**config.mk**
```make
export PLATFORM = sky130hd
export DESIGN_NAME = register_file
export DESIGN_NICKNAME = d
export VERILOG_FILES = /design/src/verilog/cpu_pkg.sv /design/src/verilog/register_file.sv
export SDC_FILE = /design/constraint.sdc
export NUM_CORES = 2
export LEC_CHECK = 0
export ABC_AREA = 1
export BUFFER_PORTS_ARGS = -buffer_cell sky130_fd_sc_hd__buf_4
export CORE_ASPECT_RATIO = 1.75
export CORE_MARGIN = 5
export CORE_UTILIZATION = 60
export CTS_CLUSTER_DIAMETER = 60
export DETAILED_ROUTE_END_ITERATION = 10
export PLACE_DENSITY = 0.74
export SETUP_SLACK_MARGIN = 0.02
export SYNTH_ARGS = -nofsm -noshare
export SYNTH_HDL_FRONTEND = slang
export SYNTH_SLANG_ARGS = --single-unit
```
**constraint.sdc**
```tcl
create_clock -name i_clk -period 3.3 [get_ports i_clk]
set_input_delay 0.66 -clock i_clk [delete_from_list [all_inputs] [get_ports i_clk]]
set_output_delay 0.66 -clock i_clk [all_outputs]
set_load 0.005 [all_outputs]
```
**src/verilog/cpu_pkg.sv**
```systemverilog
package cpu_pkg;

	localparam int XLEN       = 32;		// Data width
	localparam int REG_ADDR_W = 5;		// Register index width
	localparam int OPCODE_W   = 6;
	localparam int FUNC_W     = 6;
	localparam int IMM_W      = 16;		// I-type immediate
	localparam int TARGET_W   = 26;		// J-type target

	// Instruction opcodes, R-type is 0 and uses the function field
	typedef enum logic [OPCODE_W-1:0] {
		OP_RTYPE = 6'd0,
		OP_ADDI  = 6'd1,  OP_SUBI  = 6'd2,  OP_MULI  = 6'd3,
		OP_DIVI  = 6'd4,  OP_MODI  = 6'd5,  OP_ANDI  = 6'd6,
		OP_ORI   = 6'd7,  OP_XORI  = 6'd8,  OP_NOT   = 6'd9,
		OP_LANDI = 6'd10, OP_LORI  = 6'd11, OP_SLLI  = 6'd12,
		OP_SRLI  = 6'd13, OP_MOV   = 6'd14, OP_LW    = 6'd15,
		OP_LI    = 6'd16, OP_LA    = 6'd17, OP_SW    = 6'd18,
		OP_IN    = 6'd19, OP_OUT   = 6'd20, OP_JF    = 6'd21,
		OP_J     = 6'd22, OP_JAL   = 6'd23, OP_HALT  = 6'd24
	} opcode_e;

	// R-type function codes
	typedef enum logic [FUNC_W-1:0] {
		FN_ADD  = 6'd0,  FN_SUB  = 6'd1,  FN_MUL  = 6'd2,
		FN_DIV  = 6'd3,  FN_MOD  = 6'd4,  FN_AND  = 6'd5,
		FN_OR   = 6'd6,  FN_XOR  = 6'd7,  FN_LAND = 6'd8,
		FN_LOR  = 6'd9,  FN_SLL  = 6'd10, FN_SRL  = 6'd11,
		FN_EQ   = 6'd12, FN_NE   = 6'd13, FN_LT   = 6'd14,
		FN_LET  = 6'd15, FN_GT   = 6'd16, FN_GET  = 6'd17,
		FN_JR   = 6'd18
	} func_e;

	typedef enum logic [4:0] {
		ALU_ADD  = 5'd0,  ALU_SUB  = 5'd1,  ALU_MUL    = 5'd2,
		ALU_DIV  = 5'd3,  ALU_MOD  = 5'd4,
		ALU_SLL  = 5'd5,  ALU_SRL  = 5'd6,
		ALU_AND  = 5'd8,  ALU_OR   = 5'd9,  ALU_XOR    = 5'd10,
		ALU_NOT  = 5'd11,
		ALU_LAND = 5'd12, ALU_LOR  = 5'd13,
		ALU_PASS_A = 5'd14, ALU_PASS_B = 5'd15,
		ALU_EQ   = 5'd16, ALU_NE   = 5'd17, ALU_LT     = 5'd18,
		ALU_LE   = 5'd19, ALU_GT   = 5'd20, ALU_GE     = 5'd21
	} alu_op_e;

	// Next PC source
	typedef enum logic [1:0] {
		PC_SEQ  = 2'd0,		// PC+1
		PC_JF   = 2'd1,		// Jump if false, taken
		PC_JR   = 2'd2,		// Jump register
		PC_JUMP = 2'd3		// Jump target
	} pc_src_e;

	typedef struct packed {
		logic    reg_write;
		logic    mem_write;
		logic    mem_to_reg;
		logic    reg_alu_op;	// B operand from rt, else immediate
		logic    rt_dest;		// Write to rt, else rd
		logic    is_jal;
		logic    in_write;
		logic    out_write;
		logic    stall;		// Hold PC, halt or input wait
		pc_src_e pc_source;
		alu_op_e alu_op;
	} ctrl_t;

endpackage

```
**src/verilog/register_file.sv**
```systemverilog
`timescale 1ns/1ps

module register_file (
	input  logic                           i_clk,
	input  logic                           i_reset,
	input  logic [cpu_pkg::REG_ADDR_W-1:0] i_rs_addr,
	input  logic [cpu_pkg::REG_ADDR_W-1:0] i_rt_addr,
	input  logic                           i_wr_en,
	input  logic [cpu_pkg::REG_ADDR_W-1:0] i_wr_addr,
	input  logic [cpu_pkg::XLEN-1:0]       i_wr_data,
	output logic [cpu_pkg::XLEN-1:0]       o_rs_data,
	output logic [cpu_pkg::XLEN-1:0]       o_rt_data
);
	import cpu_pkg::*;

	localparam int NUM_REGS = 1 << REG_ADDR_W;

	logic [XLEN-1:0] regs [NUM_REGS];

	always_ff @(posedge i_clk) begin
		if (i_reset) begin
			for (int i = 0; i < NUM_REGS; i++) begin
				regs[i] <= '0;
			end
		end else if (i_wr_en && i_wr_addr != '0) begin	// r0 stays zero
			regs[i_wr_addr] <= i_wr_data;
		end
	end

	assign o_rs_data = (i_rs_addr == '0) ? '0 : regs[i_rs_addr];
	assign o_rt_data = (i_rt_addr == '0) ? '0 : regs[i_rt_addr];

endmodule
```
### After elaboration in Yosys (flattened, before gate mapping)

Memories as Yosys holds them, arrays and structs flattened.
Cells that the tools add are included.

* bits in registers: 0
* memory bits (writable): 1024
* input bits: 50
* word-level logic and storage cells: 16
* memories kept: 1

* mux-type cells: 10
* reductions and logical operators: 5

Memory list
* regs: words 32, width 32, read ports 2, clocked after Yosys merged registers in 0, write ports 32, line register_file.sv:18 `logic [XLEN-1:0] regs [NUM_REGS];`

Operator list (number)
* 32-bit 2-to-1 mux: 3
* 32-bit OR reduction: 1
* 5-bit zero test: 2
* 1-bit 2-to-1 mux: 6
* 5-bit 2-to-1 mux: 1
* 5-bit nonzero test: 1
* 1-bit logical AND: 1

### Logic depth before layout (Yosys ltp)

* depth in word-level cells: 7
* gate-level depth with buffers: 13
* gate-level depth less buffers: 10

### Least setup slack after synthesis

OpenSTA, ideal clock, no wires.

* kind: in2reg
* start: in i_wr_addr[3] in the netlist's numbering
* end: mem regs[10][0] (enable)
* arrival time: 2.288 ns
* required time: 2.911 ns
* slack: 0.622 ns
* stages on the path: 11
* cells stage by stage: inv_1 nand3_1 inv_1 nand2_1 nand3_1 inv_1 nand3_1 inv_1 nand2_1 buf_2 nand2_1

RTL lines
* from (decl): line register_file.sv:9 `input logic [cpu_pkg::REG_ADDR_W-1:0] i_wr_addr,`
* to (decl): line register_file.sv:18

### Worst setup path after layout

* start: in i_rs_addr[0] in the netlist's numbering
* end: out o_rs_data[21] in the netlist's numbering

* word-level cells in the longest chain between the ends: 2
* elaborated cells between the ends (all ways): 3
* classes of those cells: 1 x mux; 1 x reduce/logical; 1 x memory

Ends and longest elaborated chain
* from (decl): line register_file.sv:6 `input logic [cpu_pkg::REG_ADDR_W-1:0] i_rs_addr,`
* memory read 32 x 32 bit / 5-bit zero test (equally long branches)
* 32-bit 2-to-1 mux (*): line register_file.sv:30 `assign o_rs_data = (i_rs_addr == '0) ? '0 : regs[i_rs_addr];`
* to (decl): line register_file.sv:11 `output logic [cpu_pkg::XLEN-1:0] o_rs_data,`

Every way passes the cells marked *; elsewhere a longest branch is shown, timed or not.

==> metrics.txt <==
Final Hold Fails=0; Peak VDD IR=0.0004045 V; Pwr Density=494.7 mW/mm2; CTS tree=yes; biggest regs=regs: 1024 flops; Critical path origin=i_rs_addr[0]; Most used DFF post-synth=edfxtp_1; WL/cell=25.79 um; Crit. End Element=output port; EDFF count, synth=1,024; FILL cells=7,667; post-cts sizing count=1; Inst Count DP=8,276; first-pass GRT wire length=319.5 mm; CP arrival=2.56 ns; Tcrit/Tclk final=97.62%; met2 global-route usage=65.02%; slew of the pin with the lowest slew margin=1.185 ns; Min-Delay Path Class=in2reg; Routed WL=217.8 mm; total gr overflow=0; Area Overhead vs Synth=11.79%; cts hold-fix bufs=0; busiest layer in global routing=met2; Final Power=31,260 uW; Post-Layout Cell Count=8,445; clk slew on worst S/H paths=0.07 ns; number of synthesized register bits=1,024; Hold Slack=0.5420 ns; total CTS buffers=94; post-layout min period=3.222 ns; htree depth=3; Vias/cell=6.526; Worst Path Required=2.64 ns; antenna violations before repair=3; YS warnings=0; status=completed; die area=0.1007 mm2; Cell variety after synth=19; I/O pins=114; clk sinks=1,024; max_slew headroom=20.89%; Fmax=310.4 MHz; fin nets=7,214; count leader, synth=nand2_1; leakage dissipation=0.02642 uW; Synth top area share=54.40%; GRT met3 Usage=10.76%; root buf cell=clkbuf_16; CP max FO=55; total track usage=41.88%; drt drc=0; Core Rows=149; Largest register FFs=1,024; die height=416.0 um; fraction of layout cells with a size suffix above 1=8.513%; GR Util met1=50.31%; asr flop ratio synth=0%; deepest clock path buffer count=3; Synth Area per Inst=7.794 um2; Startpoint Class=primary input; routed vias=55,110; max cap viols=0; kind of critical path=in2out; Initial Util=60.16%; Placer Congestion=0.9357; top post-synthesis cells by area=edfxtp_1 54%, nand2_1 14%, nor2_1 12%; Hold Startpoint=i_wr_data[6]; Hold Path Depth=4; area of the mapped netlist=0.05653 mm2; post-CTS setup buffer count=0; RSZ-0062 raised after global routing=no; count of final setup violators=0; vias in the first global route=53,224; Port Buffer Count=113; Most flops, register=regs; DRT antenna net count=0; drt initial violations=9,580; register area share after synthesis=54.40%; Post-Syn Instances=7,252; Synth area leader=edfxtp_1; post-route setup TNS=0 ns; Slew Viols, Final=0; Post-synth top cells=2,082 x nand2_1, 1,787 x nor2_1, 1,024 x edfxtp_1; die outline width=242.0 um; First-pass DRT Iterations=7; core box area=0.09396 mm2; largest net degree at the start of global routing=110; HPWL Detailed=124.4 mm
==> layout by cell type, fill, tap and decap left out, types with 4 or more instances in the layout <==
| master | Yosys | final |
|---|---|---|
| clkinv_4 | 0 | 5 |
| clkinv_2 | 0 | 18 |
| nor3_1 | 8 | 8 |
| conb_1 | 1 | 32 |
| buf_4 | 5 | 298 |
| clkinv_1 | 3 | 21 |
| edfxtp_1 | 1024 | 1024 |
| inv_1 | 151 | 149 |
| clkbuf_1 | 299 | 10 |
| nand2_1 | 2082 | 2029 |
| o21ai_1 | 41 | 41 |
| clkbuf_16 | 0 | 95 |
| a21oi_1 | 123 | 123 |
| bufinv_16 | 0 | 12 |
| nand3_1 | 984 | 983 |
| buf_8 | 0 | 4 |
| o211ai_1 | 22 | 22 |
| nand2_2 | 0 | 53 |
| buf_12 | 0 | 109 |
| o21ai_0 | 396 | 396 |
| clkinvlp_4 | 0 | 7 |
| nor2_1 | 1787 | 1781 |
==> cell families (layout without fill, tap and decap cells) <==
group / Yosys count / count (layout) / share of synthesized area (%)
AOI/OAI and AO/OA: 582 / 582 / 5.250
buffers and inverters: 783 / 736 / 5.857
DFF: 1024 / 1024 / 54.40
other: 1 / 33 / 0.006634
and+or+nand+nor: 4862 / 4862 / 34.49
==> final timing paths <==
check	endpoint	slack [ns]
max	o_rs_data[21]	0.08
min	regs[27][6]	0.54
==> worst max-delay path: stages <==
cell      delay (ns)
buf_8           0.16
clkinv_8        0.24
buf_12          0.28
nand2_1         0.10
nand3_1         0.06
nand3_1         0.10
nand2_1         0.06
nand2_1         0.14
nand2_1         0.08
nor2_1          0.31
nor2_1          0.12
buf_4           0.16
==> cell type report <==
cell class	instances	area, um2	area share, %
Inverter	156	626.9	0.9920
Multi-Input combinational cell	5476	22750	36.00
Sequential cell	1024	30750	48.66
Clock buffer	105	2415	3.821
Clock inverter	63	629.4	0.9960
Antenna cell	1	2.502	0.003960
Tap cell	1208	1511	2.392
Timing Repair Buffer	412	4507	7.132
==> layer usage <==
| layer | part of all wire (%) | wire [um] |
|---|---|---|
| met5 | 0.023 | 51 |
| met4 | 9.2 | 20090 |
| met3 | 15 | 31660 |
| met2 | 45 | 97930 |
| met1 | 31 | 68050 |
==> report_power, final <==
part / switching (uW) / leakage, uW / internal (uW)
Sequential: 375 / 0.00975 / 15000
Clock: 5020 / 0.00148 / 6200
Combinational: 3250 / 0.0152 / 1410
Total: 8640 / 0.0264 / 22600
==> stage by stage <==
| step | setup slack, ns | cell area [um2] | utilization, % |
|---|---|---|---|
| after floorplan | 0.6224 | 56640 | - |
| after global placement | 0.03210 | 60120 | 63.98 |
| after detailed placement | 0.01431 | 60120 | 63.98 |
| after CTS | 0.1073 | 63160 | 67.22 |
| after global routing | 0.01989 | 63190 | 67.25 |
| final | 0.07839 | 63190 | 67.25 |
Power figures use the tool's default switching activity.
