<file path="src/verilog/cpu_pkg.sv">
package cpu_pkg;

	localparam int XLEN       = 32;		// Data width
	localparam int REG_ADDR_W = 5;		// Register index width
	localparam int OPCODE_W   = 6;
	localparam int FUNC_W     = 6;
	localparam int IMM_W      = 16;		// I-type immediate
	localparam int TARGET_W   = 26;		// J-type target

	// Instruction opcodes, R-type is 0 and uses the function field
	typedef enum logic [OPCODE_W-1:0] {
		OP_RTYPE = 6'd0,
		OP_ADDI  = 6'd1,  OP_SUBI  = 6'd2,  OP_MULI  = 6'd3,
		OP_DIVI  = 6'd4,  OP_MODI  = 6'd5,  OP_ANDI  = 6'd6,
		OP_ORI   = 6'd7,  OP_XORI  = 6'd8,  OP_NOT   = 6'd9,
		OP_LANDI = 6'd10, OP_LORI  = 6'd11, OP_SLLI  = 6'd12,
		OP_SRLI  = 6'd13, OP_MOV   = 6'd14, OP_LW    = 6'd15,
		OP_LI    = 6'd16, OP_LA    = 6'd17, OP_SW    = 6'd18,
		OP_IN    = 6'd19, OP_OUT   = 6'd20, OP_JF    = 6'd21,
		OP_J     = 6'd22, OP_JAL   = 6'd23, OP_HALT  = 6'd24
	} opcode_e;

	// R-type function codes
	typedef enum logic [FUNC_W-1:0] {
		FN_ADD  = 6'd0,  FN_SUB  = 6'd1,  FN_MUL  = 6'd2,
		FN_DIV  = 6'd3,  FN_MOD  = 6'd4,  FN_AND  = 6'd5,
		FN_OR   = 6'd6,  FN_XOR  = 6'd7,  FN_LAND = 6'd8,
		FN_LOR  = 6'd9,  FN_SLL  = 6'd10, FN_SRL  = 6'd11,
		FN_EQ   = 6'd12, FN_NE   = 6'd13, FN_LT   = 6'd14,
		FN_LET  = 6'd15, FN_GT   = 6'd16, FN_GET  = 6'd17,
		FN_JR   = 6'd18
	} func_e;

	typedef enum logic [4:0] {
		ALU_ADD  = 5'd0,  ALU_SUB  = 5'd1,  ALU_MUL    = 5'd2,
		ALU_DIV  = 5'd3,  ALU_MOD  = 5'd4,
		ALU_SLL  = 5'd5,  ALU_SRL  = 5'd6,
		ALU_AND  = 5'd8,  ALU_OR   = 5'd9,  ALU_XOR    = 5'd10,
		ALU_NOT  = 5'd11,
		ALU_LAND = 5'd12, ALU_LOR  = 5'd13,
		ALU_PASS_A = 5'd14, ALU_PASS_B = 5'd15,
		ALU_EQ   = 5'd16, ALU_NE   = 5'd17, ALU_LT     = 5'd18,
		ALU_LE   = 5'd19, ALU_GT   = 5'd20, ALU_GE     = 5'd21
	} alu_op_e;

	// Next PC source
	typedef enum logic [1:0] {
		PC_SEQ  = 2'd0,		// PC+1
		PC_JF   = 2'd1,		// Jump if false, taken
		PC_JR   = 2'd2,		// Jump register
		PC_JUMP = 2'd3		// Jump target
	} pc_src_e;

	typedef struct packed {
		logic    reg_write;
		logic    mem_write;
		logic    mem_to_reg;
		logic    reg_alu_op;	// B operand from rt, else immediate
		logic    rt_dest;		// Write to rt, else rd
		logic    is_jal;
		logic    in_write;
		logic    out_write;
		logic    stall;		// Hold PC, halt or input wait
		pc_src_e pc_source;
		alu_op_e alu_op;
	} ctrl_t;

endpackage

</file>
<file path="src/verilog/control_unit.sv">
`timescale 1ns/1ps

module control_unit (
	input  cpu_pkg::opcode_e i_opcode,
	input  cpu_pkg::func_e   i_func,
	input  logic             i_false,	// rs is zero
	input  logic             i_resume,	// Key that releases halt
	input  logic             i_in_key,	// Key that accepts input
	output cpu_pkg::ctrl_t   o_ctrl
);
	import cpu_pkg::*;

	ctrl_t dec;

	always_comb begin
		dec           = '0;
		dec.pc_source = PC_SEQ;
		dec.alu_op    = ALU_ADD;

		case (i_opcode)
			OP_RTYPE: begin
				dec.reg_write  = 1'b1;
				dec.reg_alu_op = 1'b1;
				case (i_func)
					FN_ADD:  dec.alu_op = ALU_ADD;
					FN_SUB:  dec.alu_op = ALU_SUB;
					FN_MUL:  dec.alu_op = ALU_MUL;
					FN_DIV:  dec.alu_op = ALU_DIV;
					FN_MOD:  dec.alu_op = ALU_MOD;
					FN_AND:  dec.alu_op = ALU_AND;
					FN_OR:   dec.alu_op = ALU_OR;
					FN_XOR:  dec.alu_op = ALU_XOR;
					FN_LAND: dec.alu_op = ALU_LAND;
					FN_LOR:  dec.alu_op = ALU_LOR;
					FN_SLL:  dec.alu_op = ALU_SLL;
					FN_SRL:  dec.alu_op = ALU_SRL;
					FN_EQ:   dec.alu_op = ALU_EQ;
					FN_NE:   dec.alu_op = ALU_NE;
					FN_LT:   dec.alu_op = ALU_LT;
					FN_LET:  dec.alu_op = ALU_LE;
					FN_GT:   dec.alu_op = ALU_GT;
					FN_GET:  dec.alu_op = ALU_GE;
					FN_JR: begin
						dec.reg_write  = 1'b0;
						dec.reg_alu_op = 1'b0;
						dec.alu_op     = ALU_PASS_A;	// Target is rs
						dec.pc_source  = PC_JR;
					end
					default: begin
						dec.reg_write  = 1'b0;	// Unknown function is a no-op
						dec.reg_alu_op = 1'b0;
					end
				endcase
			end

			// Immediate arithmetic, logic and shifts write rt
			OP_ADDI, OP_SUBI, OP_MULI, OP_DIVI, OP_MODI,
			OP_ANDI, OP_ORI, OP_XORI, OP_NOT, OP_LANDI,
			OP_LORI, OP_SLLI, OP_SRLI: begin
				dec.reg_write = 1'b1;
				dec.rt_dest   = 1'b1;
				case (i_opcode)
					OP_SUBI:  dec.alu_op = ALU_SUB;
					OP_MULI:  dec.alu_op = ALU_MUL;
					OP_DIVI:  dec.alu_op = ALU_DIV;
					OP_MODI:  dec.alu_op = ALU_MOD;
					OP_ANDI:  dec.alu_op = ALU_AND;
					OP_ORI:   dec.alu_op = ALU_OR;
					OP_XORI:  dec.alu_op = ALU_XOR;
					OP_NOT:   dec.alu_op = ALU_NOT;
					OP_LANDI: dec.alu_op = ALU_LAND;
					OP_LORI:  dec.alu_op = ALU_LOR;
					OP_SLLI:  dec.alu_op = ALU_SLL;
					OP_SRLI:  dec.alu_op = ALU_SRL;
					default:  dec.alu_op = ALU_ADD;
				endcase
			end

			OP_MOV: begin
				dec.reg_write  = 1'b1;
				dec.rt_dest    = 1'b1;
				dec.reg_alu_op = 1'b1;
				dec.alu_op     = ALU_PASS_A;
			end
			OP_LW, OP_LA: begin
				dec.reg_write  = 1'b1;
				dec.rt_dest    = 1'b1;
				dec.mem_to_reg = 1'b1;	// Address is rs + imm
			end
			OP_LI: begin
				dec.reg_write = 1'b1;
				dec.rt_dest   = 1'b1;
				dec.alu_op    = ALU_PASS_B;
			end
			OP_SW:  dec.mem_write = 1'b1;
			OP_IN: begin
				dec.reg_write = 1'b1;
				dec.rt_dest   = 1'b1;
				dec.in_write  = 1'b1;
				dec.stall     = ~i_in_key;	// Wait for the input key
			end
			OP_OUT: begin
				dec.out_write = 1'b1;
				dec.alu_op    = ALU_PASS_A;
			end
			OP_JF: begin
				dec.alu_op    = ALU_PASS_A;
				dec.pc_source = i_false ? PC_JF : PC_SEQ;
			end
			OP_J:   dec.pc_source = PC_JUMP;
			OP_JAL: begin
				dec.reg_write = 1'b1;	// Link into r31
				dec.is_jal    = 1'b1;
				dec.pc_source = PC_JUMP;
			end
			OP_HALT: dec.stall = ~i_resume;
			default: ;
		endcase

		// A stalled instruction repeats with no side effects
		dec.reg_write = dec.reg_write & ~dec.stall;
		dec.mem_write = dec.mem_write & ~dec.stall;
	end

	assign o_ctrl = dec;

endmodule

</file>
<file path="config.mk">
export PLATFORM = sky130hd
export DESIGN_NAME = control_unit
export DESIGN_NICKNAME = d
export VERILOG_FILES = /design/src/verilog/cpu_pkg.sv /design/src/verilog/control_unit.sv
export SDC_FILE = /design/constraint.sdc
export NUM_CORES = 1
export LEC_CHECK = 0
export ABC_AREA = 1
export CORE_ASPECT_RATIO = 0.6
export CORE_MARGIN = 2
export CORE_UTILIZATION = 30
export DETAILED_ROUTE_END_ITERATION = 10
export DONT_BUFFER_PORTS = 1
export PLACE_DENSITY_LB_ADDON = 0.12
export SETUP_SLACK_MARGIN = 0.5
export SLEW_MARGIN = 25
export SYNTH_ARGS = -nofsm -noshare
export SYNTH_HDL_FRONTEND = slang
export SYNTH_SLANG_ARGS = --single-unit
</file>
<file path="constraint.sdc">
create_clock -name vclk -period 5.75
set_input_delay 1.725 -clock vclk [all_inputs]
set_output_delay 1.725 -clock vclk [all_outputs]
set_load 0.01 [all_outputs]
</file>
### Word level (Yosys, flattened, before mapping)

Memory sizes are Yosys's and may differ from the RTL's.
Index checks and enable logic that the tools add are counted.

* register bits: 0
* bits in read-only memories: 64
* bits of input ports: 15
* logic and storage cells: 74
* memories: 1

Memory list
* (no name shown): depth 16, bits a word 4, read ports 1, clocked after memory_dff 0, wr ports 0, line control_unit.sv:62 `case (i_opcode)`

* equal/unequal tests: 42
* muxes and demuxes: 16
* bitwise logic cells: 5
* reductions and logical operators: 10

Operators with widths (count)
* 6-bit by 4-bit == test with 1-bit output (second input constant): 16
* 5-bit case mux with 18 select lines: 1
* 6-bit by 5-bit == test with 1-bit output (second input constant): 12
* 6-bit by 3-bit == test with 1-bit output (second input constant): 8
* 18-bit OR reduction: 2
* 6-bit by 2-bit == test with 1-bit output (second input constant): 4
* 5-bit case mux with 4 select lines: 1
* 19-bit OR reduction: 1
* 13-bit OR reduction: 1
* 6-bit by 1-bit == test with 1-bit output (second input constant): 2
* 6-bit zero test: 2
* 1-bit 2-to-1 mux: 8
* 1-bit case mux with 2 select lines: 3
* 2-bit case mux with 3 select lines: 1
* 5-bit 2-to-1 mux: 1
* 2-bit OR reduction: 2
* 1-bit NOT: 3
* 3-bit OR reduction: 1
* 1-bit bitwise AND: 2
* 2-bit zero test: 1
* 2-bit 2-to-1 mux: 1

### Depth between registers and ports, before layout

* depth in word-level cells: 5
* gate-level depth with buffers: 10
* gate-level depth less buffers: 10

### Worst setup path before layout

No wires, ideal clock.

* kind: input to output
* from: input i_opcode[1]
* to: output o_ctrl[6] (netlist bit)
* arrival: 2.795 ns
* path slack: 1.230 ns
* stages on the path: 6
* cell sequence: inv_1 ha_1 inv_1 nor3_2 inv_1 o21ai_0

RTL lines
* start, declared: line control_unit.sv:4 `input cpu_pkg::opcode_e i_opcode,`
* end, declared: line control_unit.sv:9 `output cpu_pkg::ctrl_t o_ctrl`

==> results.md <==
- Crit Path Class: primary input to output pin
- Setup ws final: 0.8801 ns
- Total grt overflow: 0
- Fmax: 205.3 MHz
- Drc violations: 0
- Die area: 3256 um^2
- Io pins: 31
- Pre-CTS WS: 0.9329 ns
- Met2 wire len: 986 um
- Worst slew margin: 0.6137
- RSZ-0062 raised after global routing: no
- Status: finished clean
- Register area share after synthesis: 0
- P per Cell Area: 56.62 nW/um^2
- # clk buffers: 0
- Port-buffer cells: 0
- Final setup fails: 0
- Vias in the first global route: 922
- Cts hold-fix bufs: 0
- Hold Path Stages: 1
- HPWL after detailed placement: 2375 um
- Met1 WL: 1385 um
- Leakage: 0.4762 nW
- Final period util: 0.8469
- Synth warnings: 0
- Global-route wire length before repair: 4574 um
- Antenna violations before repair: 0
- DRT Wirelength: 2824 um
- Syn_nets: 189
- Crit path launch: i_opcode[1]
- Core Rows: 14
- Iter 0 DRT Violations: 151
- Ant diodes: 0
- Startpoint Class: primary input
- Share of cells above drive strength 1: 0.09581
- Commonest non-fill, non-tap cell in the layout: nand2_1
- Total negative slack: 0 ns
- Drt wl/cell: 14.19 um
- Total area of sequential cells: 0 um^2
- Post-route ant nets: 0
- Hold Path End: o_ctrl[7]
- Core footprint: 2575 um^2
- Hold path start: i_resume
- Die height: 45.01 um
- Post-synthesis cell area: 840.8 um^2
- DR WL met3: 451 um
- Postcts setup bufs: 0
- First-pass iteration count of the detailed router: 5
- Fill count: 293
- Top layer in use: met3
- Final Hold Fails: 0
- Syn-to-layout area delta: 2.827%
- Starting Density: 0.3265
- Final min period: 4.870 ns
- Hold Path Class: primary input to output pin
- RePlAce Congestion: 0.9971
- Peak fanout along the critical path: 6
- Distinct cells, synth: 27
- Width of the die: 72.35 um
- VDD IR max: 0.01811 mV
- Most frequent cells in the layout: nand2_1, nand3_1, nor2_1
- Syn Area/Cell: 4.975 um^2
- Seq Cell Count: 0
- Critical path capture point type: output pin
- Crit path required time: 4.03 ns
- Routed vias/inst: 5.688
- MaxCap Viol Count: 0
- Final nets: 189
- Slew of the pin with the lowest slew margin: 0.5789 ns
- Pin count of the biggest net entering global routing: 16
- Critical Path AT: 3.14 ns
- Routed vias: 1132
- GRT Util Overall: 0.1775
- Pins Over Slew Limit: 0
- Post-Syn Instances: 169
- Gates resized, CTS repair: 0
[layer usage]
layer  track usage  vias to the layer above
met1        0.2945                      496
met5             0                        -
li1              -                      555
met4             0                        0
met2        0.2330                       81
met3       0.04464                        0
[worst max path at each step]
stage	endpoint	depth (start not counted)
after floorplan	o_ctrl[6]	6
after global placement	o_ctrl[3]	6
after detailed placement	o_ctrl[3]	6
after CTS	o_ctrl[3]	6
after global routing	o_ctrl[15]	5
final	o_ctrl[3]	6
[critical path: stages]
cell and delay [ns]:
inv_1 0.05, ha_1 0.25, inv_1 0.20, nand2_1 0.13, a311oi_1 0.52, nand3_1 0.27
[cell type report]
| cell class | instances | area, um^2 | area share |
|---|---|---|---|
| inverters | 28 | 105.1 | 0.1216 |
| multi-input cells | 139 | 719.4 | 0.8321 |
| well taps | 32 | 40.04 | 0.04631 |
[report_power, final]
group / internal, mW / leakage [nW] / switching, mW / total, mW
logic: 0.0144 / 0.476 / 0.0345 / 0.0490
clock network: 0 / 0 / 0 / 0
registers: 0 / 0 / 0 / 0
[cells in the mapped netlist, drive strengths merged]
cell	count	area share
o21ai	4	0.024
nand2	34	0.15
ha	5	0.074
nor3	4	0.030
nand3b	2	0.018
o22ai	4	0.030
o211ai	2	0.018
and3	1	0.0074
a21oi	7	0.046
a311oi	1	0.010
o31ai	1	0.0089
a22oi	1	0.015
inv	28	0.12
nor2	36	0.19
nand3	33	0.20
nand4	3	0.022
buf	2	0.019
a31oi	1	0.0074
[cells by family after synthesis]
kind of cell,Yosys count,synth area share
adder cells (fa/ha/maj),5,0.07440
AND/OR/NAND/NOR,113,0.6220
AO/OA/AOI/OAI,21,0.1592
buffers and inverters,30,0.1443
[metrics by stage]
stage               std cells    util  instance area (um^2)  power (mW)  hold WS [ns]
global route              199  0.3358                 864.6     0.05425         3.611
floorplan                 169       -                 840.8     0.03888         3.568
detailed placement        199  0.3358                 864.6     0.04753         3.591
CTS                       199  0.3358                 864.6     0.04782         3.591
finish                    199  0.3358                 864.6     0.04896         3.588
global placement          199  0.3358                 864.6     0.04862         3.592
No activity file was read; power rests on OpenSTA's default activity.
