==> config.mk <==
export PLATFORM = sky130hd
export DESIGN_NAME = alu
export DESIGN_NICKNAME = d
export VERILOG_FILES = /design/src/verilog/cpu_pkg.sv /design/src/verilog/alu.sv
export SDC_FILE = /design/constraint.sdc
export NUM_CORES = 2
export LEC_CHECK = 0
export ABC_AREA = 1
export BUFFER_PORTS_ARGS = -buffer_cell sky130_fd_sc_hd__buf_2
export CORE_ASPECT_RATIO = 0.8
export CORE_UTILIZATION = 41
export DETAILED_ROUTE_END_ITERATION = 10
export PLACE_DENSITY = 0.62
export SETUP_SLACK_MARGIN = 0.3
export SKIP_LAST_GASP = 1
export SYNTH_ARGS = -nofsm -noshare
export SYNTH_HDL_FRONTEND = slang
export SYNTH_SLANG_ARGS = --single-unit
==> constraint.sdc <==
create_clock -name vclk -period 100.1
set_input_delay 10.01 -clock vclk [all_inputs]
set_output_delay 10.01 -clock vclk [all_outputs]
set_load 0.01 [all_outputs]
==> src/verilog/cpu_pkg.sv <==
package cpu_pkg;

	localparam int XLEN       = 32;		// Data width
	localparam int REG_ADDR_W = 5;		// Register index width
	localparam int OPCODE_W   = 6;
	localparam int FUNC_W     = 6;
	localparam int IMM_W      = 16;		// I-type immediate
	localparam int TARGET_W   = 26;		// J-type target

	// Instruction opcodes, R-type is 0 and uses the function field
	typedef enum logic [OPCODE_W-1:0] {
		OP_RTYPE = 6'd0,
		OP_ADDI  = 6'd1,  OP_SUBI  = 6'd2,  OP_MULI  = 6'd3,
		OP_DIVI  = 6'd4,  OP_MODI  = 6'd5,  OP_ANDI  = 6'd6,
		OP_ORI   = 6'd7,  OP_XORI  = 6'd8,  OP_NOT   = 6'd9,
		OP_LANDI = 6'd10, OP_LORI  = 6'd11, OP_SLLI  = 6'd12,
		OP_SRLI  = 6'd13, OP_MOV   = 6'd14, OP_LW    = 6'd15,
		OP_LI    = 6'd16, OP_LA    = 6'd17, OP_SW    = 6'd18,
		OP_IN    = 6'd19, OP_OUT   = 6'd20, OP_JF    = 6'd21,
		OP_J     = 6'd22, OP_JAL   = 6'd23, OP_HALT  = 6'd24
	} opcode_e;

	// R-type function codes
	typedef enum logic [FUNC_W-1:0] {
		FN_ADD  = 6'd0,  FN_SUB  = 6'd1,  FN_MUL  = 6'd2,
		FN_DIV  = 6'd3,  FN_MOD  = 6'd4,  FN_AND  = 6'd5,
		FN_OR   = 6'd6,  FN_XOR  = 6'd7,  FN_LAND = 6'd8,
		FN_LOR  = 6'd9,  FN_SLL  = 6'd10, FN_SRL  = 6'd11,
		FN_EQ   = 6'd12, FN_NE   = 6'd13, FN_LT   = 6'd14,
		FN_LET  = 6'd15, FN_GT   = 6'd16, FN_GET  = 6'd17,
		FN_JR   = 6'd18
	} func_e;

	typedef enum logic [4:0] {
		ALU_ADD  = 5'd0,  ALU_SUB  = 5'd1,  ALU_MUL    = 5'd2,
		ALU_DIV  = 5'd3,  ALU_MOD  = 5'd4,
		ALU_SLL  = 5'd5,  ALU_SRL  = 5'd6,
		ALU_AND  = 5'd8,  ALU_OR   = 5'd9,  ALU_XOR    = 5'd10,
		ALU_NOT  = 5'd11,
		ALU_LAND = 5'd12, ALU_LOR  = 5'd13,
		ALU_PASS_A = 5'd14, ALU_PASS_B = 5'd15,
		ALU_EQ   = 5'd16, ALU_NE   = 5'd17, ALU_LT     = 5'd18,
		ALU_LE   = 5'd19, ALU_GT   = 5'd20, ALU_GE     = 5'd21
	} alu_op_e;

	// Next PC source
	typedef enum logic [1:0] {
		PC_SEQ  = 2'd0,		// PC+1
		PC_JF   = 2'd1,		// Jump if false, taken
		PC_JR   = 2'd2,		// Jump register
		PC_JUMP = 2'd3		// Jump target
	} pc_src_e;

	typedef struct packed {
		logic    reg_write;
		logic    mem_write;
		logic    mem_to_reg;
		logic    reg_alu_op;	// B operand from rt, else immediate
		logic    rt_dest;		// Write to rt, else rd
		logic    is_jal;
		logic    in_write;
		logic    out_write;
		logic    stall;		// Hold PC, halt or input wait
		pc_src_e pc_source;
		alu_op_e alu_op;
	} ctrl_t;

endpackage

==> src/verilog/alu.sv <==
`timescale 1ns/1ps

module alu (
	input  cpu_pkg::alu_op_e           i_op,
	input  logic [cpu_pkg::XLEN-1:0]   i_a,
	input  logic [cpu_pkg::XLEN-1:0]   i_b,
	output logic [cpu_pkg::XLEN-1:0]   o_result,
	output logic                       o_false	// A is zero, for jf
);
	import cpu_pkg::*;

	logic signed [XLEN-1:0] a_s;
	logic signed [XLEN-1:0] b_s;
	logic [4:0]             shamt;
	logic                   b_zero;

	assign a_s    = i_a;
	assign b_s    = i_b;
	assign shamt  = i_b[4:0];
	assign b_zero = (i_b == '0);

	always_comb begin
		case (i_op)
			ALU_ADD:    o_result = i_a + i_b;
			ALU_SUB:    o_result = i_a - i_b;
			ALU_MUL:    o_result = i_a * i_b;
			// Signed divide and remainder, zero divisor gives 0
			ALU_DIV:    o_result = b_zero ? '0 : a_s / b_s;
			ALU_MOD:    o_result = b_zero ? '0 : a_s % b_s;
			ALU_SLL:    o_result = i_a << shamt;
			ALU_SRL:    o_result = i_a >> shamt;	// Logical shift
			ALU_AND:    o_result = i_a & i_b;
			ALU_OR:     o_result = i_a | i_b;
			ALU_XOR:    o_result = i_a ^ i_b;
			ALU_NOT:    o_result = ~i_a;
			ALU_LAND:   o_result = XLEN'((i_a != '0) && !b_zero);
			ALU_LOR:    o_result = XLEN'((i_a != '0) || !b_zero);
			ALU_PASS_A: o_result = i_a;
			ALU_PASS_B: o_result = i_b;
			ALU_EQ:     o_result = XLEN'(a_s == b_s);
			ALU_NE:     o_result = XLEN'(a_s != b_s);
			ALU_LT:     o_result = XLEN'(a_s < b_s);
			ALU_LE:     o_result = XLEN'(a_s <= b_s);
			ALU_GT:     o_result = XLEN'(a_s > b_s);
			ALU_GE:     o_result = XLEN'(a_s >= b_s);
			default:    o_result = '0;
		endcase
	end

	assign o_false = (i_a == '0);

endmodule

==> Word level (Yosys, flattened, before mapping) <==
Index checks and enable logic that the tools add are counted.
{ "word_totals": {"elab_cells": 47, "regBits": 0, "out_inout_bits": 33, "in_bits": 69} }
{ "op_classes": {"div_mod_pow": 2, "shift": 2, "bitwise_logic": 4, "n_eq_ne": 22, "magnitude_cmp": 4, "mul": 1, "n_reduce_logical": 7, "mux": 3, "addsub": 2} }
{ "op_table": {"columns": ["operator", "n"], "rows": [
  ["32-bit one-hot mux with 21 select lines", 1],
  ["32-bit logical NOT", 2],
  ["32-bit two-way mux", 2],
  ["5-bit by 4-bit == test with 1-bit output, second input constant", 8],
  ["32-bit adder", 1],
  ["32-bit AND", 1],
  ["32-bit by 32-bit divider with 32-bit output", 1],
  ["32-bit == test", 1],
  ["32-bit greater-or-equal comparator", 1],
  ["32-bit > comparator", 1],
  ["32-bit less-or-equal comparator", 1],
  ["32-bit < comparator", 1],
  ["32-bit by 32-bit remainder unit with 32-bit output", 1],
  ["32-bit by 32-bit multiplier with 32-bit output", 1],
  ["32-bit inequality test", 1],
  ["32-bit inverter", 1],
  ["32-bit OR", 1],
  ["32-bit nonzero test", 1],
  ["32-bit by 5-bit << shifter with 32-bit output", 1],
  ["32-bit by 5-bit right shift with 32-bit output", 1],
  ["32-bit subtractor", 1],
  ["32-bit bitwise XOR", 1],
  ["5-bit == test, second input constant", 6],
  ["5-bit by 3-bit == test with 1-bit output, second input constant", 3],
  ["6 further kinds", 7]
]} }

==> Logic depth before layout (Yosys ltp) <==
{ "logic_depth": {"depth_word": 4, "ltp_mapped": 564, "mapped_depth_nobuf": 554} }

==> Least setup slack after synthesis <==
No wires, ideal clock.
{ "synth_timing": {"path_kind": "input port to output port", "start": "input port i_b[0] (netlist bit)", "end": "output port o_result[8] (netlist bit)", "arrival_ps": 73934, "path_slack_ps": 16156, "path_buffers": 17, "required_time_ps": 90090, "path_stages": 539, "path_cell_list": "inv_1 -> clkbuf_1 -> buf_1 -> clkbuf_1 -> ha_1 -> inv_1 -> nor2_1 -> nand2_1 -> nor2_1 -> nand2_1 -> nor2_1 -> nor2_1 -> nand2_2 -> nand2_1 -> nand2_1 -> ha_1 -> nand2_1 -> nor2_1 -> [503 not listed] -> or3b_2 -> o211ai_1 -> xnor2_1 -> nand2_1 -> nand2_1 -> inv_1 -> ha_1 -> inv_1 -> nor3_1 -> nand2_1 -> nor4_1 -> nand2_1 -> nand3_1 -> clkbuf_1 -> dlygate4sd3_1 -> a21oi_1 -> o21ai_1 -> o211ai_1"} }
{ "synth_via": {"elab_chain_cells": 3, "elab_cells_between_ends": 11, "cone_classes": "2 x add/sub; 1 x mul; 2 x div; 2 x shift; 3 x mux; 1 x reduce/logical"} }
{ "synth_rtl": {"columns": ["element", "line", "text"], "rows": [
  ["from (decl)", "alu.sv:6", "input logic [cpu_pkg::XLEN-1:0] i_b,"],
  ["32-bit by 32-bit remainder unit with 32-bit output, or another cell as far along", "alu.sv:29", "ALU_MOD: o_result = b_zero ? '0 : a_s % b_s;"],
  ["32-bit two-way mux, on equally long branches", "alu.sv:29, alu.sv:28", null],
  ["32-bit one-hot mux with 21 select lines (*)", "alu.sv:23", "case (i_op)"],
  ["to (decl)", "alu.sv:7", "output logic [cpu_pkg::XLEN-1:0] o_result,"]
]} }
Mark *: on every way between the ends. The rest lies on a longest branch, timed or not.

==> Worst setup path after layout <==
{ "layout_timing": {"start": "input port i_b[30] (netlist bit)", "end": "output port o_result[31] (netlist bit)"} }
Same word-level chain as after synthesis.

==> flow_metrics.env <==
export IMPL_status="finished, violations left"
export IMPL_violations="DRC"
export IMPL_fillers=14173
export IMPL_seq_cells=0
export IMPL_relSlewSlack=0.0915
export IMPL_dp_slack_ns=-1.99
export IMPL_synth_xor_area_share=0.0721
export IMPL_core_um2=132000
export IMPL_min_period_ns=93.43
export IMPL_drc=66
export IMPL_gp_congestion=1.10
export IMPL_required_ns=90.09
export IMPL_synthToLayoutAreaGrowth_pct=6.23
export IMPL_synth_top_family_by_area="adder cells"
export IMPL_drtIter0Drc=6737
export IMPL_dr_wl_met3_um=26900
export IMPL_slowest_delay_ns=0.46
export IMPL_seqCellArea_um2=0
export IMPL_dr_total_vias=59926
export IMPL_worst_path_most_repeated_cell="nand2_1"
export IMPL_layout_commonest_cell="nand2_1"
export IMPL_dieHeight_um=328
export IMPL_hold_violations=0
export IMPL_synth_simple_area_share=0.276
export IMPL_drt_wirelength_per_cell_um=23.0
export IMPL_drt_met1_wl_um=111000
export IMPL_viasPerCell=5.68
export IMPL_pwr_density_cell_nw_per_um2=22.9
export IMPL_groute_usage_overall=0.349
export IMPL_dieWidth_um=410
export IMPL_first_global_vias=55160
export IMPL_synthTopCellsByArea="ha_1, nand2_1, fa_1"
export IMPL_num_clock_buffers=0
export IMPL_syn_area_um2=54600
export IMPL_whs_ns=20.68
export IMPL_finalSetupViolCount=0
export IMPL_hpwl_um=195000
export IMPL_synthMuxAreaShare=0.00275
export IMPL_cts_hold_buf=0
export IMPL_maxCapViolCount=0
export IMPL_ant_nets=0
export IMPL_synth_compound_area_share=0.184
export IMPL_syn_num_nets=10011
export IMPL_dp_cells=10455
export IMPL_layout_cells_non_filler=10545
export IMPL_drive_above_1_share=0.0925
export IMPL_hold_path_class="in -> out"
export IMPL_rows=119
export IMPL_antenna_found_initial=25
export IMPL_fin_crit_sh=0.933
export IMPL_drt_pass1_iter_count=9
export IMPL_worst_path_buf_inv=81
export IMPL_wirelength_um=243000
export IMPL_final_max_slew_viol_count=0
export IMPL_port_buffers=102
export IMPL_synth_top_cell_area_share=0.172
export IMPL_yosysUniqueCellTypes=84
export IMPL_syn_inst=8779
export IMPL_synth_adder_area_share=0.323
export IMPL_crit_slowest_cell="o21ai_1"
export IMPL_boundaryPins=102
export IMPL_grt_overflow=0
export IMPL_worst_pin_slew_ns=1.35
export IMPL_clock_fmax_mhz=10.7
export IMPL_power_uw=1330
export IMPL_startpoint_type="primary input"
export IMPL_met2_length_um=95800
export IMPL_worstPathArrival_ns=83.42
export IMPL_finalWorstSetupSlack_ns=6.67
export IMPL_nets=10016
export IMPL_p_leak_uw=0.0319
export IMPL_initial_core_util=0.414
export IMPL_mostFrequentLayoutCells="nand2_1, inv_1, ha_1"
export IMPL_synth_seq_area_share=0
export IMPL_crit_type="in -> out"
export IMPL_grt_start_max_net_pins=88
export IMPL_crit_path_end_kind="primary output"
export IMPL_syn_area_per_cell_um2=6.21
export IMPL_highest_signal_layer="met5"
export IMPL_worst_path_max_fanout=31
export IMPL_critPathTopFamily="simple AND/OR/NAND/NOR gates"
export IMPL_grt_pass1_wl_um=356000
export IMPL_irDropWorstVdd_mv=0.0782
export IMPL_die_area_um2=135000
export IMPL_yosys_area_top_type="ha_1"
export IMPL_yosysWarningCount=0
==> per-layer routing <==
layer  vias to the layer above  global-route usage
met2                      2990               0.502
li1                      28205                   -
met3                       440              0.0680
met4                        24               0.107
met5                         -                   0
met1                     28267               0.518
==> stage by stage <==
step / setup TNS (ns) / utilization / instance area (um^2)
floorplan: 0 / - / 54600
global placement: 0 / 0.430 / 56600
detailed placement: -49.18 / 0.430 / 56600
CTS: 0 / 0.430 / 56700
global route: -0.129 / 0.440 / 57900
finish: 0 / 0.440 / 58000
==> layout make-up <==
| cell class | count | area, um^2 | area share |
|---|---|---|---|
| multi-input cells | 6864 | 47400 | 0.818 |
| repair buffers | 313 | 2190 | 0.0379 |
| well taps | 1754 | 2190 | 0.0379 |
| diodes | 9 | 22.5 | 0.000389 |
| inverters | 1603 | 6100 | 0.105 |
| repair inverters | 2 | 12.5 | 0.000216 |
==> cells in the mapped netlist, types with 44 or more instances <==
cell type  count
o21ai_0      415
o211ai_1      48
or2_2         78
o21ai_1      102
nand2_1     2269
xnor2_1      174
nor2_1       458
clkbuf_1     177
fa_1         411
inv_2         45
xor2_1       275
a21oi_1      722
nand3_1      304
nand2_2       68
nor3_1        80
buf_1         48
nor4_1        44
nand4_1       55
o21bai_1      48
o22ai_1       73
nand3_2       72
inv_1       1541
ha_1         752
==> logic make-up after synthesis <==
group / count (synthesis)
fa+ha+maj: 1163
mux: 15
buf+inv: 1919
simple gates: 3505
xor+xnor: 449
compound gates: 1728
==> repair_timing <==
item	CTS	global route
pin swaps	2	13
gates cloned	2	4
setup endpoints to repair	32	32
resized for setup	14	171
setup buffers	0	75
==> path summary, 6_finish.rpt <==
kind              startpoint            to  slack (ns)  depth (start not counted)
setup / recovery     i_b[30]  o_result[31]        6.67                        531
hold / removal       i_op[1]   o_result[0]       20.68                          4
==> power by group <==
| group | internal, uW | total, uW | leakage [uW] | switching [uW] |
|---|---|---|---|---|
| registers | 0 | 0 | 0 | 0 |
| clock network | 0.00000354 | 0.00000360 | 0.0000000570 | 0 |
| logic | 499 | 1330 | 0.0319 | 827 |
| total | 499 | 1330 | 0.0319 | 827 |
Power figures use the tool's default switching activity.
