===== config.mk =====
export PLATFORM = sky130hd
export DESIGN_NAME = program_counter
export DESIGN_NICKNAME = d
export VERILOG_FILES = /design/src/verilog/cpu_pkg.sv /design/src/verilog/program_counter.sv
export SDC_FILE = /design/constraint.sdc
export NUM_CORES = 1
export LEC_CHECK = 0
export BUFFER_PORTS_ARGS = -buffer_cell sky130_fd_sc_hd__buf_2
export CAP_MARGIN = 25
export CORE_MARGIN = 4
export CORE_UTILIZATION = 35
export DETAILED_ROUTE_END_ITERATION = 10
export PLACE_DENSITY = 0.73
export REMOVE_ABC_BUFFERS = 1
export SYNTH_ARGS = -nofsm -noshare
export SYNTH_HDL_FRONTEND = slang
export SYNTH_SLANG_ARGS = --single-unit

===== constraint.sdc =====
create_clock -name i_clk -period 1.9 [get_ports i_clk]
set_clock_uncertainty 0.2 [all_clocks]
set_input_delay 0.285 -clock i_clk [delete_from_list [all_inputs] [get_ports i_clk]]
set_output_delay 0.285 -clock i_clk [all_outputs]
set_load 0.02 [all_outputs]

===== src/verilog/cpu_pkg.sv =====
package cpu_pkg;

	localparam int XLEN       = 32;		// Data width
	localparam int REG_ADDR_W = 5;		// Register index width
	localparam int OPCODE_W   = 6;
	localparam int FUNC_W     = 6;
	localparam int IMM_W      = 16;		// I-type immediate
	localparam int TARGET_W   = 26;		// J-type target

	// Instruction opcodes, R-type is 0 and uses the function field
	typedef enum logic [OPCODE_W-1:0] {
		OP_RTYPE = 6'd0,
		OP_ADDI  = 6'd1,  OP_SUBI  = 6'd2,  OP_MULI  = 6'd3,
		OP_DIVI  = 6'd4,  OP_MODI  = 6'd5,  OP_ANDI  = 6'd6,
		OP_ORI   = 6'd7,  OP_XORI  = 6'd8,  OP_NOT   = 6'd9,
		OP_LANDI = 6'd10, OP_LORI  = 6'd11, OP_SLLI  = 6'd12,
		OP_SRLI  = 6'd13, OP_MOV   = 6'd14, OP_LW    = 6'd15,
		OP_LI    = 6'd16, OP_LA    = 6'd17, OP_SW    = 6'd18,
		OP_IN    = 6'd19, OP_OUT   = 6'd20, OP_JF    = 6'd21,
		OP_J     = 6'd22, OP_JAL   = 6'd23, OP_HALT  = 6'd24
	} opcode_e;

	// R-type function codes
	typedef enum logic [FUNC_W-1:0] {
		FN_ADD  = 6'd0,  FN_SUB  = 6'd1,  FN_MUL  = 6'd2,
		FN_DIV  = 6'd3,  FN_MOD  = 6'd4,  FN_AND  = 6'd5,
		FN_OR   = 6'd6,  FN_XOR  = 6'd7,  FN_LAND = 6'd8,
		FN_LOR  = 6'd9,  FN_SLL  = 6'd10, FN_SRL  = 6'd11,
		FN_EQ   = 6'd12, FN_NE   = 6'd13, FN_LT   = 6'd14,
		FN_LET  = 6'd15, FN_GT   = 6'd16, FN_GET  = 6'd17,
		FN_JR   = 6'd18
	} func_e;

	typedef enum logic [4:0] {
		ALU_ADD  = 5'd0,  ALU_SUB  = 5'd1,  ALU_MUL    = 5'd2,
		ALU_DIV  = 5'd3,  ALU_MOD  = 5'd4,
		ALU_SLL  = 5'd5,  ALU_SRL  = 5'd6,
		ALU_AND  = 5'd8,  ALU_OR   = 5'd9,  ALU_XOR    = 5'd10,
		ALU_NOT  = 5'd11,
		ALU_LAND = 5'd12, ALU_LOR  = 5'd13,
		ALU_PASS_A = 5'd14, ALU_PASS_B = 5'd15,
		ALU_EQ   = 5'd16, ALU_NE   = 5'd17, ALU_LT     = 5'd18,
		ALU_LE   = 5'd19, ALU_GT   = 5'd20, ALU_GE     = 5'd21
	} alu_op_e;

	// Next PC source
	typedef enum logic [1:0] {
		PC_SEQ  = 2'd0,		// PC+1
		PC_JF   = 2'd1,		// Jump if false, taken
		PC_JR   = 2'd2,		// Jump register
		PC_JUMP = 2'd3		// Jump target
	} pc_src_e;

	typedef struct packed {
		logic    reg_write;
		logic    mem_write;
		logic    mem_to_reg;
		logic    reg_alu_op;	// B operand from rt, else immediate
		logic    rt_dest;		// Write to rt, else rd
		logic    is_jal;
		logic    in_write;
		logic    out_write;
		logic    stall;		// Hold PC, halt or input wait
		pc_src_e pc_source;
		alu_op_e alu_op;
	} ctrl_t;

endpackage


===== src/verilog/program_counter.sv =====
`timescale 1ns/1ps

module program_counter #(
	parameter int PC_W = 16
) (
	input  logic                       i_clk,
	input  logic                       i_reset,
	input  cpu_pkg::pc_src_e           i_pc_source,
	input  logic                       i_stall,
	input  logic [cpu_pkg::TARGET_W-1:0] i_target,	// Jump target or jf immediate
	input  logic [PC_W-1:0]            i_jr_addr,
	output logic [PC_W-1:0]            o_pc,
	output logic [PC_W-1:0]            o_pc_next_seq	// Also the jal link value
);
	import cpu_pkg::*;

	logic [PC_W-1:0] pc;
	logic [PC_W-1:0] pc_next;

	assign o_pc_next_seq = pc + 1'b1;

	always_comb begin
		case (i_pc_source)
			PC_JF, PC_JUMP: pc_next = i_target[PC_W-1:0];
			PC_JR:          pc_next = i_jr_addr;
			default:        pc_next = o_pc_next_seq;
		endcase
	end

	always_ff @(posedge i_clk) begin
		if (i_reset) begin
			pc <= '0;
		end else if (!i_stall) begin
			pc <= pc_next;
		end
	end

	assign o_pc = pc;

endmodule


After elaboration in Yosys (flattened, before gate mapping)
Cells that the tools add are included.
Storage, ports and cells
  bits in registers: 16
  bits in latches: 0
  bits in writable memories: 0
  bits in read-only memories: 0
  input bits: 47
  output and inout port bits: 32
  logic and storage cells: 7
  memories kept: 0
Operators by class
  $add $sub $neg: 1
  multipliers: 0
  div/mod/pow operators: 0
  order comparisons: 0
  equality and inequality tests: 3
  shift operators: 0
  muxes and demuxes: 1
  bitwise logic cells: 0
  reduce and logical (&&, ||, !) cells: 1
Operators with widths (number)
  $pmux W16 S2: 1
  $add A16 B1 Y16 const B: 1
  $eq A2 B2 Y1 const B: 2
  $eq A2 B1 Y1 const B: 1
  $reduce_or A2 Y1: 1

Longest topological paths before layout
Gate-level depths: netlist (run 1).
  word-level depth: 3
  gate-level depth with buffers: 6

Worst setup path before layout (run 1)
OpenSTA, ideal clock, no wires.
  kind: flip-flop to output port
  from: reg pc[0] (netlist: o_pc[0])
  to: out o_pc_next_seq[14]
  arrival: 1.783 ns
  required time: 1.415 ns
  setup slack: -0.368 ns
  cell stages (with the launch flop): 5
  buffers on the path: 0
  cells stage by stage: dfxtp_1 > ha_1 > nand4_4 > nor4_1 > xor2_1
Between the ends
  cells in the longest elaborated chain, start to end: 1
Ends and longest elaborated chain
  start, declared: line program_counter.sv:17  | logic [PC_W-1:0] pc;
  start signal, assigned: line program_counter.sv:34  | pc <= pc_next;
  $add A16 B1 Y16: line program_counter.sv:20  | assign o_pc_next_seq = pc + 1'b1;
  end, declared: line program_counter.sv:13  | output logic [PC_W-1:0] o_pc_next_seq
No other way between the ends.

Final worst setup path (run 1)
  from: reg pc[1] (netlist: o_pc[1])
  to: out o_pc_next_seq[8]
The elaborated chain is that of the path after synthesis.

==> flow_metrics.tcl, run 1 <==
set metrics [dict create \
    status "finished, violations left" \
    violations "negative setup slack" \
    first_iter_violations 91 \
    drv.max_cap_violation_count 0 \
    start_util_pct 37.1 \
    placed_area_um2 1920 \
    diodes 0 \
    fin_util_pct 63.9 \
    max_freq_ghz 0.477 \
    synth_xor_xnor_area_share_pct 8.21 \
    async_flop_share_pct 0 \
    routedWlPerCell_um 16.7 \
    gp_congestion 0.823 \
    synth.area.mux_share_pct 2.16 \
    numPortBuffers 68 \
    routed_wl_um 5280 \
    synth_flop_cell "dfxtp_1" \
    worst_pin_slew_ns 0.408 \
    die_h_um 71.0 \
    dieArea_um2 5040 \
    synth_cells 167 \
    clk_path_buf_depth 2 \
    ant_nets 0 \
    pin_count 79 \
    rsz0062_at_grt "yes" \
    grt_max_degree 19 \
    clk_latency_ns 0.26 \
    place_worst_setup_slack_ns -0.0812 \
    max-vdd-ir-drop_mv 0.339 \
    finish.net_count 318 \
    fin_ws_ns -0.198 \
    synth_compound_area_share_pct 29.5 \
    syn_avg_cell_area_um2 8.31 \
    pwr_density_cell_nw_per_um2 471 \
    rr_startpoint "o_pc[1]" \
    antenna_found_initial 0 \
    grt_pass1_wl_um 8260 \
    grt_util_all_layers_pct 20.2 \
    ctsHoldBuffers 0 \
    crit_fanout 4 \
    power_mw 1.13 \
    largest_reg_flops 16 \
    root_buffer "clkbuf_8" \
    ff2ff_path_depth 7 \
    grt_remaining_overflow 0 \
    regToRegSetupSlack_ns -0.09 \
    crit_arrival_ns 1.61 \
    ys_seq_area_share_pct 23.1 \
    synth.area.top_cells "dfxtp_1 (23%), xnor2_1 (5.0%), a221o_1 (4.3%)" \
    vias_per_cell 5.59 \
    critPathLaunchType "flop" \
    numCtsBuffers 3 \
    ys_ff_latch 16 \
    finalMaxSlewViolations 0 \
    cts.sinks 16 \
    drive_above_1_share_pct 61.0 \
    synth.distinct_cells 53 \
    yosys.area.top_type "dfxtp_1" \
    grt_pass1_vias 1771 \
    synthAdderAreaFrac_pct 0.902 \
    final_common_cell "buf_2" \
    area_delta_synth_final_pct 72.5 \
    timing.slew.headroom_pct 72.8 \
    drc 0 \
    critPathRequiredTime_ns 1.41 \
    stdcell_area_um2 2390 \
    drtPass1Iterations 4 \
    r2r_end "o_pc[12]" \
    layout_common_cells "buf_2 (56), buf_4 (45), nand2_1 (11)" \
    fin_crit_sh_pct 110 \
    setup_viol_count_final 11 \
    synth_top_family_by_area "compound AO/OA/AOI/OAI gates" \
    synth-edff-count 0 \
    path_class "flop to output pin" \
    placementRows 22 \
    crit_path_start "o_pc[1]" \
    via_count 1772 \
    min_period_ns 2.10 \
    critPathCapture "o_pc_next_seq[8]" \
    cts_tree "built" \
    setup_tns_ns -1.34 \
    die_x_um 71.0 \
    yosysWarnings 0 \
    hold_class "input port to flop" \
    crit_path_end_kind "output pin" \
    synth_top_area_share_pct 23.1 \
    syn_area_um2 1390 \
    power.leakage_nw 1.17 \
    dp.cells 296 \
    final_cells 317 \
    coreArea_um2 3740 \
    holdWs_ns 0.174 \
    clk_pin_slew_ns 0.07 \
    finalHoldViolations 0 \
    yosys.area_share.simple_pct 29.2 \
    dpl.hpwl_um 3340 \
    htree_levels 1 \
]
[cells by family after synthesis]
group / Yosys count
buf+inv: 21
compound gates: 53
mux: 3
simple gates: 60
fa+ha+maj: 1
flops: 16
xor+xnor: 13
[synthesized netlist by cell type, drive strengths merged (3+ instances only)]
| library cell | count |
|---|---|
| o211a | 4 |
| mux2i | 3 |
| dfxtp | 16 |
| xnor2 | 8 |
| nand4 | 5 |
| inv | 6 |
| o31a | 5 |
| nand2b | 3 |
| nand2 | 13 |
| nor2 | 8 |
| xor2 | 5 |
| buf | 10 |
| clkbuf | 3 |
| a221oi | 3 |
| o21ai | 10 |
| nand3 | 7 |
| a22oi | 3 |
| a21oi | 9 |
| nor3 | 7 |
| a221o | 6 |
| nor4 | 4 |
[worst max-delay path: stages (launching register included)]
cell	delay, ns
dfxtp_2	0.37
ha_4	0.16
nand4_4	0.14
or3_4	0.39
xnor2_2	0.14
buf_4	0.16
[layout make-up]
cell class,count,area (µm²)
Multi-Input combinational cell,130,1140
Tap cell,48,60.1
Sequential cell,16,359
Inverter,8,30.0
Clock buffer,4,55.1
Fill cell,324,1350
Timing Repair Buffer,111,748
[routing by layer]
metal,global-route usage [%],up-vias,part of all wire (%)
li1,-,847,-
met1,23.9,811,38
met2,34.5,98,50
met3,4.12,16,9.1
met4,9.60,0,2.9
met5,0,-,0
[repair_timing]
| item | CTS | global route |
|---|---|---|
| endpoints found under the hold margin | 0 | 0 |
| setup buffers | 13 | 4 |
| endpoints found under the setup margin | 13 | 13 |
| resized for setup | 64 | 11 |
| pin swaps | 21 | 7 |
[how the worst min path moves through the flow]
stage / start / endpoint / cells past startpoint
2_1_floorplan: i_reset / o_pc[0] / 1
3_3_place_gp: o_pc[15] / o_pc[15] / 2
3_5_place_dp: o_pc[15] / o_pc[15] / 2
4_1_cts: i_reset / o_pc[0] / 2
5_1_grt: i_reset / o_pc[1] / 2
6_report: i_reset / o_pc[1] / 2
[where the power goes]
| group | switching [mW] | internal, mW | total (mW) | leakage, nW |
|---|---|---|---|---|
| clock | 0.144 | 0.185 | 0.328 | 0.0288 |
| sequential | 0.0305 | 0.359 | 0.389 | 0.140 |
| combinational | 0.225 | 0.186 | 0.411 | 1.01 |
Power figures use the tool's default switching activity.
==> inputs of run 2 (changes only) <==
--- a/config.mk
+++ b/config.mk
@@ -12,6 +12,7 @@
 export DETAILED_ROUTE_END_ITERATION = 10
 export PLACE_DENSITY = 0.73
 export REMOVE_ABC_BUFFERS = 1
+export SETUP_SLACK_MARGIN = 0.1
 export SYNTH_ARGS = -nofsm -noshare
 export SYNTH_HDL_FRONTEND = slang
 export SYNTH_SLANG_ARGS = --single-unit
==> flow_metrics.tcl, run 2 (synthesis gave the netlist of run 1 again) <==
set metrics [dict create \
    status "finished, violations left" \
    violations "negative setup slack" \
    pin_count 79 \
    routed_wl_um 5650 \
    clk_path_buf_depth 2 \
    timing.slew.headroom_pct 72.0 \
    crit_family "simple AND/OR/NAND/NOR gates" \
    gp_congestion 0.823 \
    vias_per_cell 5.69 \
    fin_crit_sh_pct 111 \
    crit_arrival_ns 1.62 \
    crit_path_end_kind "output pin" \
    dpl.hpwl_um 3340 \
    power_mw 1.15 \
    clk_latency_ns 0.26 \
    area_delta_synth_final_pct 77.6 \
    placementRows 22 \
    cp_cell_sequence "ha_4 -> nand4_4 -> or3_4 -> xnor2_2 -> buf_4" \
    crit_slowest_cell "or3_4" \
    worst_pin_slew_ns 0.419 \
    numPortBuffers 68 \
    clk_pin_slew_ns 0.07 \
    antenna_found_initial 0 \
    max-vdd-ir-drop_mv 0.373 \
    place_worst_setup_slack_ns -0.0812 \
    largest_reg_flops 16 \
    via_count 1826 \
    drtPass1Iterations 5 \
    diodes 0 \
    critPathRequiredTime_ns 1.41 \
    setup_viol_count_final 14 \
    finalHoldViolations 0 \
    crit_fanout 4 \
    grt_pass1_wl_um 8520 \
    die_h_um 71.0 \
    routedWlPerCell_um 17.6 \
    ant_nets 0 \
    path_class "flop to output pin" \
    crit_buf_inv 1 \
    cts.sinks 16 \
    drc 0 \
    cts_tree "built" \
    power.leakage_nw 1.20 \
    htree_levels 1 \
    min_period_ns 2.11 \
    numCtsBuffers 3 \
    grt_max_degree 19 \
    dieArea_um2 5040 \
    die_x_um 71.0 \
    grt_util_all_layers_pct 20.9 \
    drv.max_cap_violation_count 0 \
    max_freq_ghz 0.475 \
    drive_above_1_share_pct 62.6 \
    final_common_cell "buf_2" \
    root_buffer "clkbuf_8" \
    layout_common_cells "buf_2 (54), buf_4 (48), nand2_1 (11), buf_6 (11)" \
    fin_ws_ns -0.206 \
    pwr_density_cell_nw_per_um2 467 \
    coreArea_um2 3740 \
    first_iter_violations 158 \
    critical-path-max-stage-delay_ns 0.39 \
    grt_pass1_vias 1809 \
    finalMaxSlewViolations 0 \
    rsz0062_at_grt "yes" \
    critPathLaunchType "flop" \
    start_util_pct 37.1 \
    finish.net_count 322 \
    grt_remaining_overflow 0 \
    hold_class "input port to flop" \
]
==> run 2: cell types whose count changed in the layout (fill, tap and decap cells not counted), sizes merged <==
cell / before / now
buf: 111 / 115
==> run 2: path summary, 6_finish.rpt <==
kind | slack [ns] | cells after the start | startpoint | end
setup / recovery | -0.21 | 5 | o_pc[1] | o_pc_next_seq[8]
hold / removal | 0.17 | 2 | i_reset | o_pc[1]
setup reg to reg | -0.09 | 7 | o_pc[1] | o_pc[12]
hold reg to reg | 0.39 | 2 | o_pc[15] | o_pc[15]
==> run 2: layer usage <==
layer / track usage (%) / up-vias / routed length [µm]
met1: 24.3 / 842 / 2190
met4: 7.93 / 0 / 146
li1: - / 855 / -
met3: 4.26 / 20 / 481
met2: 37.4 / 109 / 2830
met5: 0 / - / 0
==> run 2: worst register-to-register path, cell delays in order (launching register included) <==
cell and delay [ns]:
dfxtp_2 0.37, ha_4 0.16, nand4_4 0.15, buf_6 0.16
buf_6 0.11, or4_4 0.51, a21oi_2 0.15, a2111oi_1 0.06
==> run 2: timing repair <==
item	CTS	global route
endpoints found under the setup margin	16	17
hold buffers	0	0
pin swaps	21	11
buffers inserted	14	7
resized for setup	66	16
endpoints found under the hold margin	0	0
==> run 2: stage by stage <==
stage / area (µm²) / setup TNS (ns) / hold WS (ns) / util [%] / cells
3_5_place_dp: 1920 / -0.149 / 0.348 / 51.2 / 296
6_report: 2460 / -1.68 / 0.165 / 65.8 / 321
5_1_grt: 2460 / -2.38 / 0.199 / 65.8 / 321
4_1_cts: 2320 / -1.19 / 0.168 / 62.1 / 314
3_3_place_gp: 1920 / -0.0514 / 0.338 / 51.2 / 296
2_1_floorplan: 1320 / -1.88 / 0.154 / - / 154
==> run 2: final cells by class <==
class                           instances  area [µm²]
Clock buffer                            4        55.1
Multi-Input combinational cell        130        1170
Inverter                                8        30.0
Sequential cell                        16         354
Fill cell                             308        1280
Tap cell                               48        60.1
Timing Repair Buffer                  115         795
==> run 2: power by group <==
group,switching (mW),leakage [nW],total (mW),internal (mW)
combinational,0.233,1.04,0.428,0.196
sequential,0.0323,0.139,0.392,0.360
clock,0.145,0.0288,0.330,0.185
total,0.410,1.20,1.15,0.740
